[config.mk]
export PLATFORM = sky130hd
export DESIGN_NAME = core_top
export DESIGN_NICKNAME = d
export VERILOG_FILES = /design/src/riscv_pkg.sv /design/src/pc_unit.sv /design/src/inst_decode.sv /design/src/control_unit.sv /design/src/reg_file.sv /design/src/alu.sv /design/src/core_top.sv
export SDC_FILE = /design/constraint.sdc
export NUM_CORES = 2
export LEC_CHECK = 0
export BUFFER_PORTS_ARGS = -buffer_cell sky130_fd_sc_hd__buf_4
export CAP_MARGIN = 20
export CORE_AREA = 5 5 374 376
export DETAILED_ROUTE_END_ITERATION = 7
export DIE_AREA = 0 0 379 381
export PLACE_DENSITY = 0.62
export SYNTH_ARGS = -nofsm -noshare
export SYNTH_HDL_FRONTEND = slang
export SYNTH_SLANG_ARGS = --single-unit
[constraint.sdc]
create_clock -name clk -period 9.8 [get_ports clk]
set_clock_uncertainty 0.15 [all_clocks]
set_input_delay 0 -clock clk [delete_from_list [all_inputs] [get_ports clk]]
set_output_delay 0 -clock clk [all_outputs]
set_load 0.1 [all_outputs]
[src/riscv_pkg.sv]
// shared definitions for the single-cycle rv32i core
// widths, opcodes, function codes, control enums and instruction formats
`default_nettype none

package riscv_pkg;

	// data and address width, rv32 only
	localparam int unsigned xlen = 32;

	typedef logic [4:0] reg_idx_t;

	// major opcodes handled by the core
	typedef enum logic [6:0] {
		opc_op     = 7'b0110011,
		opc_op_imm = 7'b0010011,
		opc_lui    = 7'b0110111,
		opc_auipc  = 7'b0010111,
		opc_jal    = 7'b1101111,
		opc_jalr   = 7'b1100111,
		opc_branch = 7'b1100011
	} opcode_e;

	// funct3 for op and op-imm
	localparam logic [2:0] f3_add_sub = 3'b000;
	localparam logic [2:0] f3_sll     = 3'b001;
	localparam logic [2:0] f3_slt     = 3'b010;
	localparam logic [2:0] f3_sltu    = 3'b011;
	localparam logic [2:0] f3_xor     = 3'b100;
	localparam logic [2:0] f3_srl_sra = 3'b101;
	localparam logic [2:0] f3_or      = 3'b110;
	localparam logic [2:0] f3_and     = 3'b111;

	// funct3 for branches, 010 and 011 are unused
	localparam logic [2:0] f3_beq  = 3'b000;
	localparam logic [2:0] f3_bne  = 3'b001;
	localparam logic [2:0] f3_blt  = 3'b100;
	localparam logic [2:0] f3_bge  = 3'b101;
	localparam logic [2:0] f3_bltu = 3'b110;
	localparam logic [2:0] f3_bgeu = 3'b111;

	typedef enum logic [3:0] {
		alu_add, alu_sub, alu_and, alu_or, alu_xor,
		alu_slt, alu_sltu, alu_sll, alu_srl, alu_sra, alu_pass_b
	} alu_op_e;

	typedef enum logic {src_a_reg, src_a_pc} src_a_e;
	typedef enum logic {src_b_reg, src_b_imm} src_b_e;
	typedef enum logic [1:0] {flow_seq, flow_branch, flow_jal, flow_jalr} flow_e;
	typedef enum logic {wb_alu, wb_pc4} wb_sel_e;

	// one struct per base format, msb first
	typedef struct packed {
		logic [6:0] funct7; reg_idx_t rs2; reg_idx_t rs1;
		logic [2:0] funct3; reg_idx_t rd; logic [6:0] opcode;
	} r_fmt_t;

	typedef struct packed {
		logic [11:0] imm_11_0; reg_idx_t rs1;
		logic [2:0] funct3; reg_idx_t rd; logic [6:0] opcode;
	} i_fmt_t;

	typedef struct packed {
		logic [6:0] imm_11_5; reg_idx_t rs2; reg_idx_t rs1;
		logic [2:0] funct3; logic [4:0] imm_4_0; logic [6:0] opcode;
	} s_fmt_t;

	typedef struct packed {
		logic imm_12; logic [5:0] imm_10_5; reg_idx_t rs2; reg_idx_t rs1;
		logic [2:0] funct3; logic [3:0] imm_4_1; logic imm_11; logic [6:0] opcode;
	} b_fmt_t;

	typedef struct packed {
		logic [19:0] imm_31_12; reg_idx_t rd; logic [6:0] opcode;
	} u_fmt_t;

	typedef struct packed {
		logic imm_20; logic [9:0] imm_10_1; logic imm_11;
		logic [7:0] imm_19_12; reg_idx_t rd; logic [6:0] opcode;
	} j_fmt_t;

	// same 32-bit word seen through each format
	typedef union packed {
		r_fmt_t r_fmt;
		i_fmt_t i_fmt;
		s_fmt_t s_fmt;
		b_fmt_t b_fmt;
		u_fmt_t u_fmt;
		j_fmt_t j_fmt;
	} inst_u;

endpackage

`default_nettype wire

[src/pc_unit.sv]
// program counter
// holds pc and picks the next fetch address from the control flow kind
`default_nettype none

module pc_unit
	import riscv_pkg::*;
#(
	parameter logic [31:0] reset_pc = 32'h0
) (
	input  wire logic            clk,
	input  wire logic            rst_n,
	input  wire flow_e           flow,
	input  wire logic            branch_taken,
	input  wire logic [xlen-1:0] imm,
	input  wire logic [xlen-1:0] rs1_val,
	output logic      [xlen-1:0] pc
);

	logic [xlen-1:0] pc_plus4;
	logic [xlen-1:0] pc_rel;
	logic [xlen-1:0] jalr_sum;
	logic [xlen-1:0] pc_next;

	assign pc_plus4 = pc + 32'd4;

	// branch and jal targets share one adder
	assign pc_rel = pc + imm;

	// jalr is register relative
	assign jalr_sum = rs1_val + imm;

	always_comb begin
		case (flow)
			flow_branch: begin
				// untaken falls through
				pc_next = branch_taken ? pc_rel : pc_plus4;
			end
			flow_jal: begin
				pc_next = pc_rel;
			end
			flow_jalr: begin
				// lsb of target forced to zero
				pc_next = {jalr_sum[xlen-1:1], 1'b0};
			end
			default: begin
				pc_next = pc_plus4;
			end
		endcase
	end

	// one instruction per edge
	always_ff @(posedge clk) begin
		if (!rst_n) begin
			pc <= reset_pc;
		end else begin
			pc <= pc_next;
		end
	end

endmodule

`default_nettype wire

[src/inst_decode.sv]
// instruction field decode
// pulls register indices, function bits and the sign-extended immediate
`default_nettype none

module inst_decode
	import riscv_pkg::*;
(
	input  wire inst_u           inst,
	output opcode_e              opcode,
	output logic      [2:0]      funct3,
	output logic                 funct7_b5,
	output reg_idx_t             rs1,
	output reg_idx_t             rs2,
	output reg_idx_t             rd,
	output logic      [xlen-1:0] imm
);

	logic [xlen-1:0] imm_i;
	logic [xlen-1:0] imm_b;
	logic [xlen-1:0] imm_u;
	logic [xlen-1:0] imm_j;

	// opcode sits at the bottom of every format
	assign opcode = opcode_e'(inst.r_fmt.opcode);

	// funct3 and rs1 share one slot in r, i, s and b
	assign funct3 = inst.r_fmt.funct3;
	assign rs1    = inst.r_fmt.rs1;

	// rs2 slot is common to r, s and b
	assign rs2 = inst.s_fmt.rs2;

	// rd slot is common to r, i, u and j
	assign rd = inst.u_fmt.rd;

	// bit 30 picks sub and sra
	assign funct7_b5 = inst.r_fmt.funct7[5];

	// i-type, shamt ends up in imm[4:0]
	assign imm_i = {{20{inst.i_fmt.imm_11_0[11]}}, inst.i_fmt.imm_11_0};

	// b-type, scrambled offset in units of 2 bytes
	assign imm_b = {
		{19{inst.b_fmt.imm_12}},
		inst.b_fmt.imm_12,
		inst.b_fmt.imm_11,
		inst.b_fmt.imm_10_5,
		inst.b_fmt.imm_4_1,
		1'b0
	};

	// u-type, upper 20 bits
	assign imm_u = {inst.u_fmt.imm_31_12, 12'h000};

	// j-type
	assign imm_j = {
		{11{inst.j_fmt.imm_20}},
		inst.j_fmt.imm_20,
		inst.j_fmt.imm_19_12,
		inst.j_fmt.imm_11,
		inst.j_fmt.imm_10_1,
		1'b0
	};

	// format chosen by opcode
	always_comb begin
		case (opcode)
			opc_op_imm, opc_jalr: begin
				imm = imm_i;
			end
			opc_branch: begin
				imm = imm_b;
			end
			opc_lui, opc_auipc: begin
				imm = imm_u;
			end
			opc_jal: begin
				imm = imm_j;
			end
			default: begin
				// register ops carry no immediate
				imm = '0;
			end
		endcase
	end

endmodule

`default_nettype wire

[src/control_unit.sv]
// main control
// maps opcode and function bits onto datapath selects and the illegal flag
`default_nettype none

module control_unit
	import riscv_pkg::*;
(
	input  wire opcode_e    opcode,
	input  wire logic [2:0] funct3,
	input  wire logic       funct7_b5,
	output alu_op_e         alu_op,
	output src_a_e          src_a,
	output src_b_e          src_b,
	output logic            reg_write,
	output flow_e           flow,
	output wb_sel_e         wb_sel,
	output logic            illegal
);

	// shared alu decode for op and op-imm
	function automatic alu_op_e arith_op(input logic [2:0] f3, input logic alt);
		alu_op_e op;
		case (f3)
			f3_add_sub: op = alt ? alu_sub : alu_add;
			f3_sll:     op = alu_sll;
			f3_slt:     op = alu_slt;
			f3_sltu:    op = alu_sltu;
			f3_xor:     op = alu_xor;
			f3_srl_sra: op = alt ? alu_sra : alu_srl;
			f3_or:      op = alu_or;
			default:    op = alu_and;
		endcase
		return op;
	endfunction

	always_comb begin
		// defaults give a no-op
		alu_op    = alu_add;
		src_a     = src_a_reg;
		src_b     = src_b_reg;
		reg_write = 1'b0;
		flow      = flow_seq;
		wb_sel    = wb_alu;
		illegal   = 1'b0;

		case (opcode)
			opc_op: begin
				alu_op    = arith_op(funct3, funct7_b5);
				reg_write = 1'b1;
			end
			opc_op_imm: begin
				// bit 30 is immediate data except on right shifts
				alu_op    = arith_op(funct3, funct7_b5 && (funct3 == f3_srl_sra));
				src_b     = src_b_imm;
				reg_write = 1'b1;
			end
			opc_lui: begin
				alu_op    = alu_pass_b;
				src_b     = src_b_imm;
				reg_write = 1'b1;
			end
			opc_auipc: begin
				src_a     = src_a_pc;
				src_b     = src_b_imm;
				reg_write = 1'b1;
			end
			opc_jal: begin
				flow      = flow_jal;
				wb_sel    = wb_pc4;
				reg_write = 1'b1;
			end
			opc_jalr: begin
				flow      = flow_jalr;
				wb_sel    = wb_pc4;
				reg_write = 1'b1;
			end
			opc_branch: begin
				// operands stay on rs1/rs2 for the compare
				if (funct3 == 3'b010 || funct3 == 3'b011) begin
					illegal = 1'b1;
				end else begin
					flow = flow_branch;
				end
			end
			default: begin
				illegal = 1'b1;
			end
		endcase
	end

endmodule

`default_nettype wire

[src/reg_file.sv]
// integer register file
// x1..x31 with two async read ports and one write port, x0 hardwired to zero
`default_nettype none

module reg_file
	import riscv_pkg::*;
(
	input  wire logic            clk,
	input  wire logic            rst_n,
	input  wire logic            we,
	input  wire reg_idx_t        waddr,
	input  wire reg_idx_t        raddr1,
	input  wire reg_idx_t        raddr2,
	input  wire logic [xlen-1:0] wdata,
	output logic      [xlen-1:0] rdata1,
	output logic      [xlen-1:0] rdata2
);

	// no storage for x0
	logic [xlen-1:0] regs [1:31];

	// reads bypass nothing, a write lands at the edge
	always_comb begin
		if (raddr1 == 5'd0) begin
			rdata1 = '0;
		end else begin
			rdata1 = regs[raddr1];
		end
	end

	always_comb begin
		if (raddr2 == 5'd0) begin
			rdata2 = '0;
		end else begin
			rdata2 = regs[raddr2];
		end
	end

	always_ff @(posedge clk) begin
		if (!rst_n) begin
			for (int i = 1; i < 32; i++) begin
				regs[i] <= '0;
			end
		end else if (we && waddr != 5'd0) begin
			// writes to x0 dropped here
			regs[waddr] <= wdata;
		end
	end

endmodule

`default_nettype wire

[src/alu.sv]
// integer alu
// arithmetic, logic, shifts, set-less-than and the branch compare
`default_nettype none

module alu
	import riscv_pkg::*;
(
	input  wire alu_op_e         op,
	input  wire logic [xlen-1:0] a,
	input  wire logic [xlen-1:0] b,
	input  wire logic [2:0]      branch_func,
	output logic      [xlen-1:0] result,
	output logic                 branch_taken
);

	logic [4:0] shamt;
	logic       lt_s;
	logic       lt_u;
	logic       eq;

	// only the low 5 bits shift
	assign shamt = b[4:0];

	// compares shared by slt and branches
	assign lt_s = $signed(a) < $signed(b);
	assign lt_u = a < b;
	assign eq   = a == b;

	always_comb begin
		case (op)
			alu_add:    result = a + b;
			alu_sub:    result = a - b;
			alu_and:    result = a & b;
			alu_or:     result = a | b;
			alu_xor:    result = a ^ b;
			alu_slt:    result = {{(xlen-1){1'b0}}, lt_s};
			alu_sltu:   result = {{(xlen-1){1'b0}}, lt_u};
			alu_sll:    result = a << shamt;
			alu_srl:    result = a >> shamt;
			// arithmetic shift keeps the sign
			alu_sra:    result = $unsigned($signed(a) >>> shamt);
			alu_pass_b: result = b;
			default:    result = a + b;
		endcase
	end

	// condition only, pc_unit looks at it for branches alone
	always_comb begin
		case (branch_func)
			f3_beq:  branch_taken = eq;
			f3_bne:  branch_taken = !eq;
			f3_blt:  branch_taken = lt_s;
			f3_bge:  branch_taken = !lt_s;
			f3_bltu: branch_taken = lt_u;
			f3_bgeu: branch_taken = !lt_u;
			default: branch_taken = 1'b0;
		endcase
	end

endmodule

`default_nettype wire

[src/core_top.sv]
// single-cycle rv32i core
// fetch by pc, decode, execute and write back in one cycle with a retire port
`default_nettype none

module core_top
	import riscv_pkg::*;
#(
	parameter logic [31:0] reset_pc = 32'h0
) (
	input  wire logic            clk,
	input  wire logic            rst_n,
	input  wire logic [xlen-1:0] inst,
	output logic      [xlen-1:0] pc,
	output logic                 wb_en,
	output reg_idx_t             wb_rd,
	output logic      [xlen-1:0] wb_data,
	output logic                 illegal
);

	opcode_e         opcode;
	logic [2:0]      funct3;
	logic            funct7_b5;
	reg_idx_t        rs1;
	reg_idx_t        rs2;
	reg_idx_t        rd;
	logic [xlen-1:0] imm;
	alu_op_e         alu_op;
	src_a_e          src_a;
	src_b_e          src_b;
	logic            reg_write;
	flow_e           flow;
	wb_sel_e         wb_sel;
	logic            dec_illegal;
	logic [xlen-1:0] rdata1;
	logic [xlen-1:0] rdata2;
	logic [xlen-1:0] alu_a;
	logic [xlen-1:0] alu_b;
	logic [xlen-1:0] alu_result;
	logic            branch_taken;
	logic [xlen-1:0] pc_plus4;

	pc_unit #(.reset_pc(reset_pc)) pc_unit_i (
		.clk(clk), .rst_n(rst_n), .flow(flow), .branch_taken(branch_taken),
		.imm(imm), .rs1_val(rdata1), .pc(pc)
	);

	inst_decode inst_decode_i (
		.inst(inst), .opcode(opcode), .funct3(funct3), .funct7_b5(funct7_b5),
		.rs1(rs1), .rs2(rs2), .rd(rd), .imm(imm)
	);

	control_unit control_unit_i (
		.opcode(opcode), .funct3(funct3), .funct7_b5(funct7_b5), .alu_op(alu_op),
		.src_a(src_a), .src_b(src_b), .reg_write(reg_write), .flow(flow),
		.wb_sel(wb_sel), .illegal(dec_illegal)
	);

	// write side shares the retire signals
	reg_file reg_file_i (
		.clk(clk), .rst_n(rst_n), .we(wb_en), .waddr(wb_rd), .raddr1(rs1),
		.raddr2(rs2), .wdata(wb_data), .rdata1(rdata1), .rdata2(rdata2)
	);

	// branches keep both selects on the register side, so the compare sees rs1/rs2
	assign alu_a = (src_a == src_a_pc) ? pc : rdata1;
	assign alu_b = (src_b == src_b_imm) ? imm : rdata2;

	alu alu_i (
		.op(alu_op), .a(alu_a), .b(alu_b), .branch_func(funct3),
		.result(alu_result), .branch_taken(branch_taken)
	);

	// link value for jal and jalr
	assign pc_plus4 = pc + 32'd4;

	// retire port, quiet while in reset
	assign wb_en   = reg_write && rst_n;
	assign wb_rd   = rd;
	assign wb_data = (wb_sel == wb_pc4) ? pc_plus4 : alu_result;
	assign illegal = dec_illegal && rst_n;

endmodule

`default_nettype wire

* Yosys cells after proc, flatten, opt, wreduce, memory -nomap -nowiden
Memory sizes are Yosys's and may differ from the RTL's.
Index checks and enable logic that the tools add are counted.
** Storage, ports and cells
- Bits in registers :: 32
- Memories kept :: 1
- Input port bits :: 34
- Word-level logic and storage cells :: 93
- Memory bits (writable) :: 992
** Cells by class
- $lt $le $gt $ge :: 2
- Shift operators :: 3
- Muxes and demuxes :: 32
- Bitwise operators :: 3
- Eq/ne operators :: 28
- $add $sub $neg :: 5
- Reduce and logical (&&, ||, !) cells :: 18
** Memories
- reg_file_i.regs :: depth 31, width 32, read ports 2, clocked after Yosys merged registers in 0, write ports 31, line reg_file.sv:20 : logic [xlen-1:0] regs [1:31];
** Operators by type and width (count)
- $pmux W32 S10 :: 1
- $mux W32 :: 7
- $pmux W32 S4 :: 1
- $add A32 B32 Y32 :: 3
- $pmux W32 S3 :: 1
- $lt A32 B32 Y1 :: 2
- $pmux W4 S7 :: 2
- $add A32 B3 Y32 const B :: 1
- $and A32 B32 Y32 :: 1
- $eq A32 B32 Y1 :: 1
- $or A32 B32 Y32 :: 1
- $reduce_or A32 Y1 :: 1
- $shl A32 B5 Y32 :: 1
- $shr A32 B5 Y32 :: 1
- $sshr A32 B5 Y32 :: 1
- $sub A32 B32 Y32 :: 1
- $xor A32 B32 Y32 :: 1
- $eq A7 B7 Y1 const B :: 3
- $eq A4 B3 Y1 const B :: 4
- $mux W1 :: 15
- $eq A7 B5 Y1 const B :: 2
- $eq A7 B6 Y1 const B :: 2
- $eq A3 B3 Y1 const B :: 4
- $eq A4 B4 Y1 const B :: 3
- 20 further kinds :: 31

* Longest topological paths before layout
- Depth in word-level cells :: 10
- Depth in mapped cells :: 32

* Modules after synthesis
From an unflattened synthesis, not the netlist that was laid out.
** Unflattened totals
- Cells, all modules :: 5895
- Area, all modules :: 70899.2 µm²
** Modules (own cells, without submodules)
- reg_file :: seq. area each 30749.5 µm², area an instance 54214.5 µm², cells each 3505, instances 1
- alu :: seq. area each 0.0 µm², area an instance 9085.0 µm², cells each 1342, instances 1
- pc_unit :: seq. area each 640.6 µm², area an instance 4923.5 µm², cells each 670, instances 1
- core_top :: seq. area each 0.0 µm², area an instance 1764.2 µm², cells each 237, instances 1
- inst_decode :: seq. area each 0.0 µm², area an instance 716.9 µm², cells each 113, instances 1
- control_unit :: seq. area each 0.0 µm², area an instance 195.2 µm², cells each 28, instances 1

* Worst setup path before layout
Ideal clock, no wire load.
- Path type :: input-to-reg
- Start :: input inst[20]
- End :: memory reg_file_i.regs[0][30] (data pin)
- Required time :: 9.229 ns
- Stages :: 30
- Arrival time :: 7.301 ns
- Setup time :: 0.421 ns
- Path slack :: 1.928 ns
- Buffers on the path :: 14
- Cells stage by stage :: buf_6 buf_6 buf_6 buf_6 buf_6 buf_4 buf_4 buf_6 buf_4 buf_4 buf_4 buf_2 mux4_2 mux2i_1 o221ai_1 a22o_1 ha_1 clkbuf_1 nor4_1 or3b_1 a2111oi_0 nor2_1 o311a_1 o31ai_1 nand2_1 a311o_1 o32a_1 o21ai_2 buf_2 inv_1
** RTL lines
- start, declared :: line core_top.sv:12 : input wire logic [xlen-1:0] inst,
- end, declared :: line reg_file.sv:20

==> flow_summary.ini <==
[run_status]
status = finished, violations left
violations = max-slew violations

[job]
maxCapViolCount = 0

[synth]
ys_types = 112
synthSimpleGateAreaFrac_pct = 11.7
ys.flop_type = edfxtp_1
syn_inst = 5731
synth_top_family_by_area = multiplexers
synth.cell_area_um2 = 67400
synthAdderAreaFrac_pct = 3.07
synth_mux_area_share_pct = 21.7
synth_edf_count = 1024
synth_area_leaders = edfxtp_1 (46%), mux4_2 (16%), nor2_1 (6.7%), mux2i_1 (4.6%), ha_1 (3.0%)
synth.most_common_cell = nor2_1
ys_seq_elements = 1056
synthXorXnorAreaFrac_pct = 1.31
synth-async-reset-ratio_pct = 0
synth_top_area_share_pct = 45.6
synth_common_cells = nor2_1 (1203), edfxtp_1 (1024), mux4_2 (487)
syn_area_per_cell_um2 = 11.8
synth_compound_area_share_pct = 11.0
ys_warn_count = 0
synth_top_cell_by_area = edfxtp_1
seq_area_frac_synth_pct = 46.6

[routing]
post_drt_wl_per_cell_um = 38.7
first_pass_iters = 6
drtIter0Drc = 8527
drt-total-wl_um = 293000
drc_errors = 0
vias = 54040
ant_nets = 0
viasPerCell = 7.13

[sta]
fmax_ghz = 0.109
hold_violations = 0
tns_ns = 0
worst_pin_slew_ns = 1.56
min_period_ns = 9.14
maxSlewViolCount = 6
grt_setup_unrepaired = no
fin_crit_sh_pct = 93.3
slew_headroom_pct = -4.21
setup_violations = 0
whs_ns = 0.0357

[global_routing]
first_global_vias = 51608
grt_max_degree = 82
grt_overflow_total = 0
grt_pass1_wl_um = 403000
grt_usage_pct = 39.8
antenna_found_initial = 14

[power]
power.internal_mw = 9.00
total_power_mw = 14.3
share_seq_of_total_power_pct = 36.6
p_per_area_nw_per_um2 = 193
ir_drop_mv = 0.223
combPwrFrac_pct = 31.4
switchingPower_mw = 5.34
p_leak_nw = 28.5
swShare_pct = 37.2
p_clk_share_pct = 32.0

[final_layout]
final_cells = 7579
design_area_um2 = 74300
n_fill_cell = 11504
drive_above_1_share_pct = 20.7
areaGrowthSynthToFinish_pct = 10.2
regArea_um2 = 31400
multi_input_area_um2 = 33400
fin_nets = 5874

[placed_design]
hpwl_um = 193000
portBuffers = 104
routabilityCongestion = 1.04
place_area_um2 = 70100
dp_cells = 7332

[floorplan]
die_area_um2 = 144000
initial_utilization_pct = 49.4
core-area_um2 = 136000
die_h_um = 381
die_w_um = 379
row_count = 136
pin_count = 105

[setup_path]
crit_fanout = 32
crit_chain = mux4_2, a22o_1, a2111o_1, a32oi_1, inv_1, ha_1, nor3_1, and2_1, o31a_1, o41ai_1, a21oi_1, a221oi_1, nor3_1, o41ai_1, xnor2_1, o211ai_1, o21ai_4, inv_1, buf_4
cp_top_family = compound AO/OA/AOI/OAI gates
crit_path_end_kind = primary output
worst_ep_required_time_ns = 9.65
start_kind = flop
cpMaxStageDelayCell = a32oi_1
arrival_ns = 8.99
slowest_delay_ns = 1.30
critPathKind = reg2out
crit_buf_inv = 3

[clocking]
cts_root_buf = clkbuf_16
htree_levels = 3
holdBufCountCts = 18
post_cts_buffers = 0
numCtsBuffers = 114
worst_setup_hold_path_clk_slew_ns = 0.07
ctsResizeCount = 0
cts_sinks = 1056
cts_tree = yes
cts_max_path_buffers = 3
clk_latency_ns = 0.76

[worst_hold_path]
hold_class = in2reg
cell families (layout without fill, tap and decap cells):
logic type               after synthesis  count (layout)
other                                  1              44
AO/OA/AOI/OAI                       1014            1014
adder cells (fa/ha/maj)              163             163
multiplexers                         842             842
flip-flops                          1056            1056
AND/OR/NAND/NOR                     1865            1865
buffers and inverters                689             700
XOR/XNOR                             101             101
cell usage in the layout (no fill, tap or decap), types with 69 or more instances in the layout:
master	instances
nor2_1	1201
edfxtp_1	1024
mux4_2	487
mux2i_1	308
buf_4	291
nand2_1	232
a21oi_1	196
ha_1	159
o21ai_0	148
inv_1	142
clkbuf_16	115
o22ai_1	69
layout make-up:
type,count,share of cell area [%]
antenna,12,0.0404
inverter,160,0.818
clock buffer,136,4.03
sequential,1056,42.2
clock inverter,76,1.25
tap,1794,3.02
timing repair buffer,328,3.62
multi-input combinational,4017,45.0
tightest hold or removal path: cells and delay by family:
| family | cells | cell delay [ns] |
|---|---|---|
| adders and majority gates | 1 | 0.27 |
| AOI/OAI and AO/OA | 1 | 0.07 |
| buffers and inverters | 1 | 0.22 |
| and+or+nand+nor | 2 | 0.32 |
power by group through the flow:
stage                     registers, mW  clock network [mW]  logic (mW)
after floorplan                    5.31                   0        2.83
after global placement             5.33                   0        4.34
after detailed placement           5.34                   0        4.34
after CTS                          5.24                4.59        4.36
after global routing               5.26                4.77        4.61
final                              5.25                4.59        4.50
sequential cells by signal, summed over array words and instances (netlist names):
register and flops:
pc_unit_i.pc 32, reg_file_i.regs 1024
metal layers:
layer / track usage [%] / vias to the layer above / share of wire (%)
met5: 0 / - / 0.015
met3: 13.3 / 964 / 14
li1: - / 21707 / -
met1: 48.7 / 27184 / 34
met4: 28.2 / 8 / 8.8
met2: 59.4 / 4177 / 44
stage by stage:
stage | util (%) | worst slack (ns)
floorplan | - | 1.93
global placement | 51.4 | 1.17
detailed placement | 51.4 | 1.18
CTS | 54.4 | 1.12
global route | 54.4 | 0.511
finish | 54.5 | 0.658
worst paths after layout:
kind | from | endpoint | slack [ns] | cells past startpoint
hold reg to reg | pc_unit_i.pc[1] | pc_unit_i.pc[1] | 0.66 | 3
hold / removal | inst[20] | pc_unit_i.pc[0] | 0.04 | 5
setup reg to reg | reg_file_i.regs[9][14] | reg_file_i.regs[0][27] | 1.42 | 18
setup / recovery | reg_file_i.regs[9][14] | wb_data[27] | 0.66 | 19
Power figures use the tool's default switching activity.
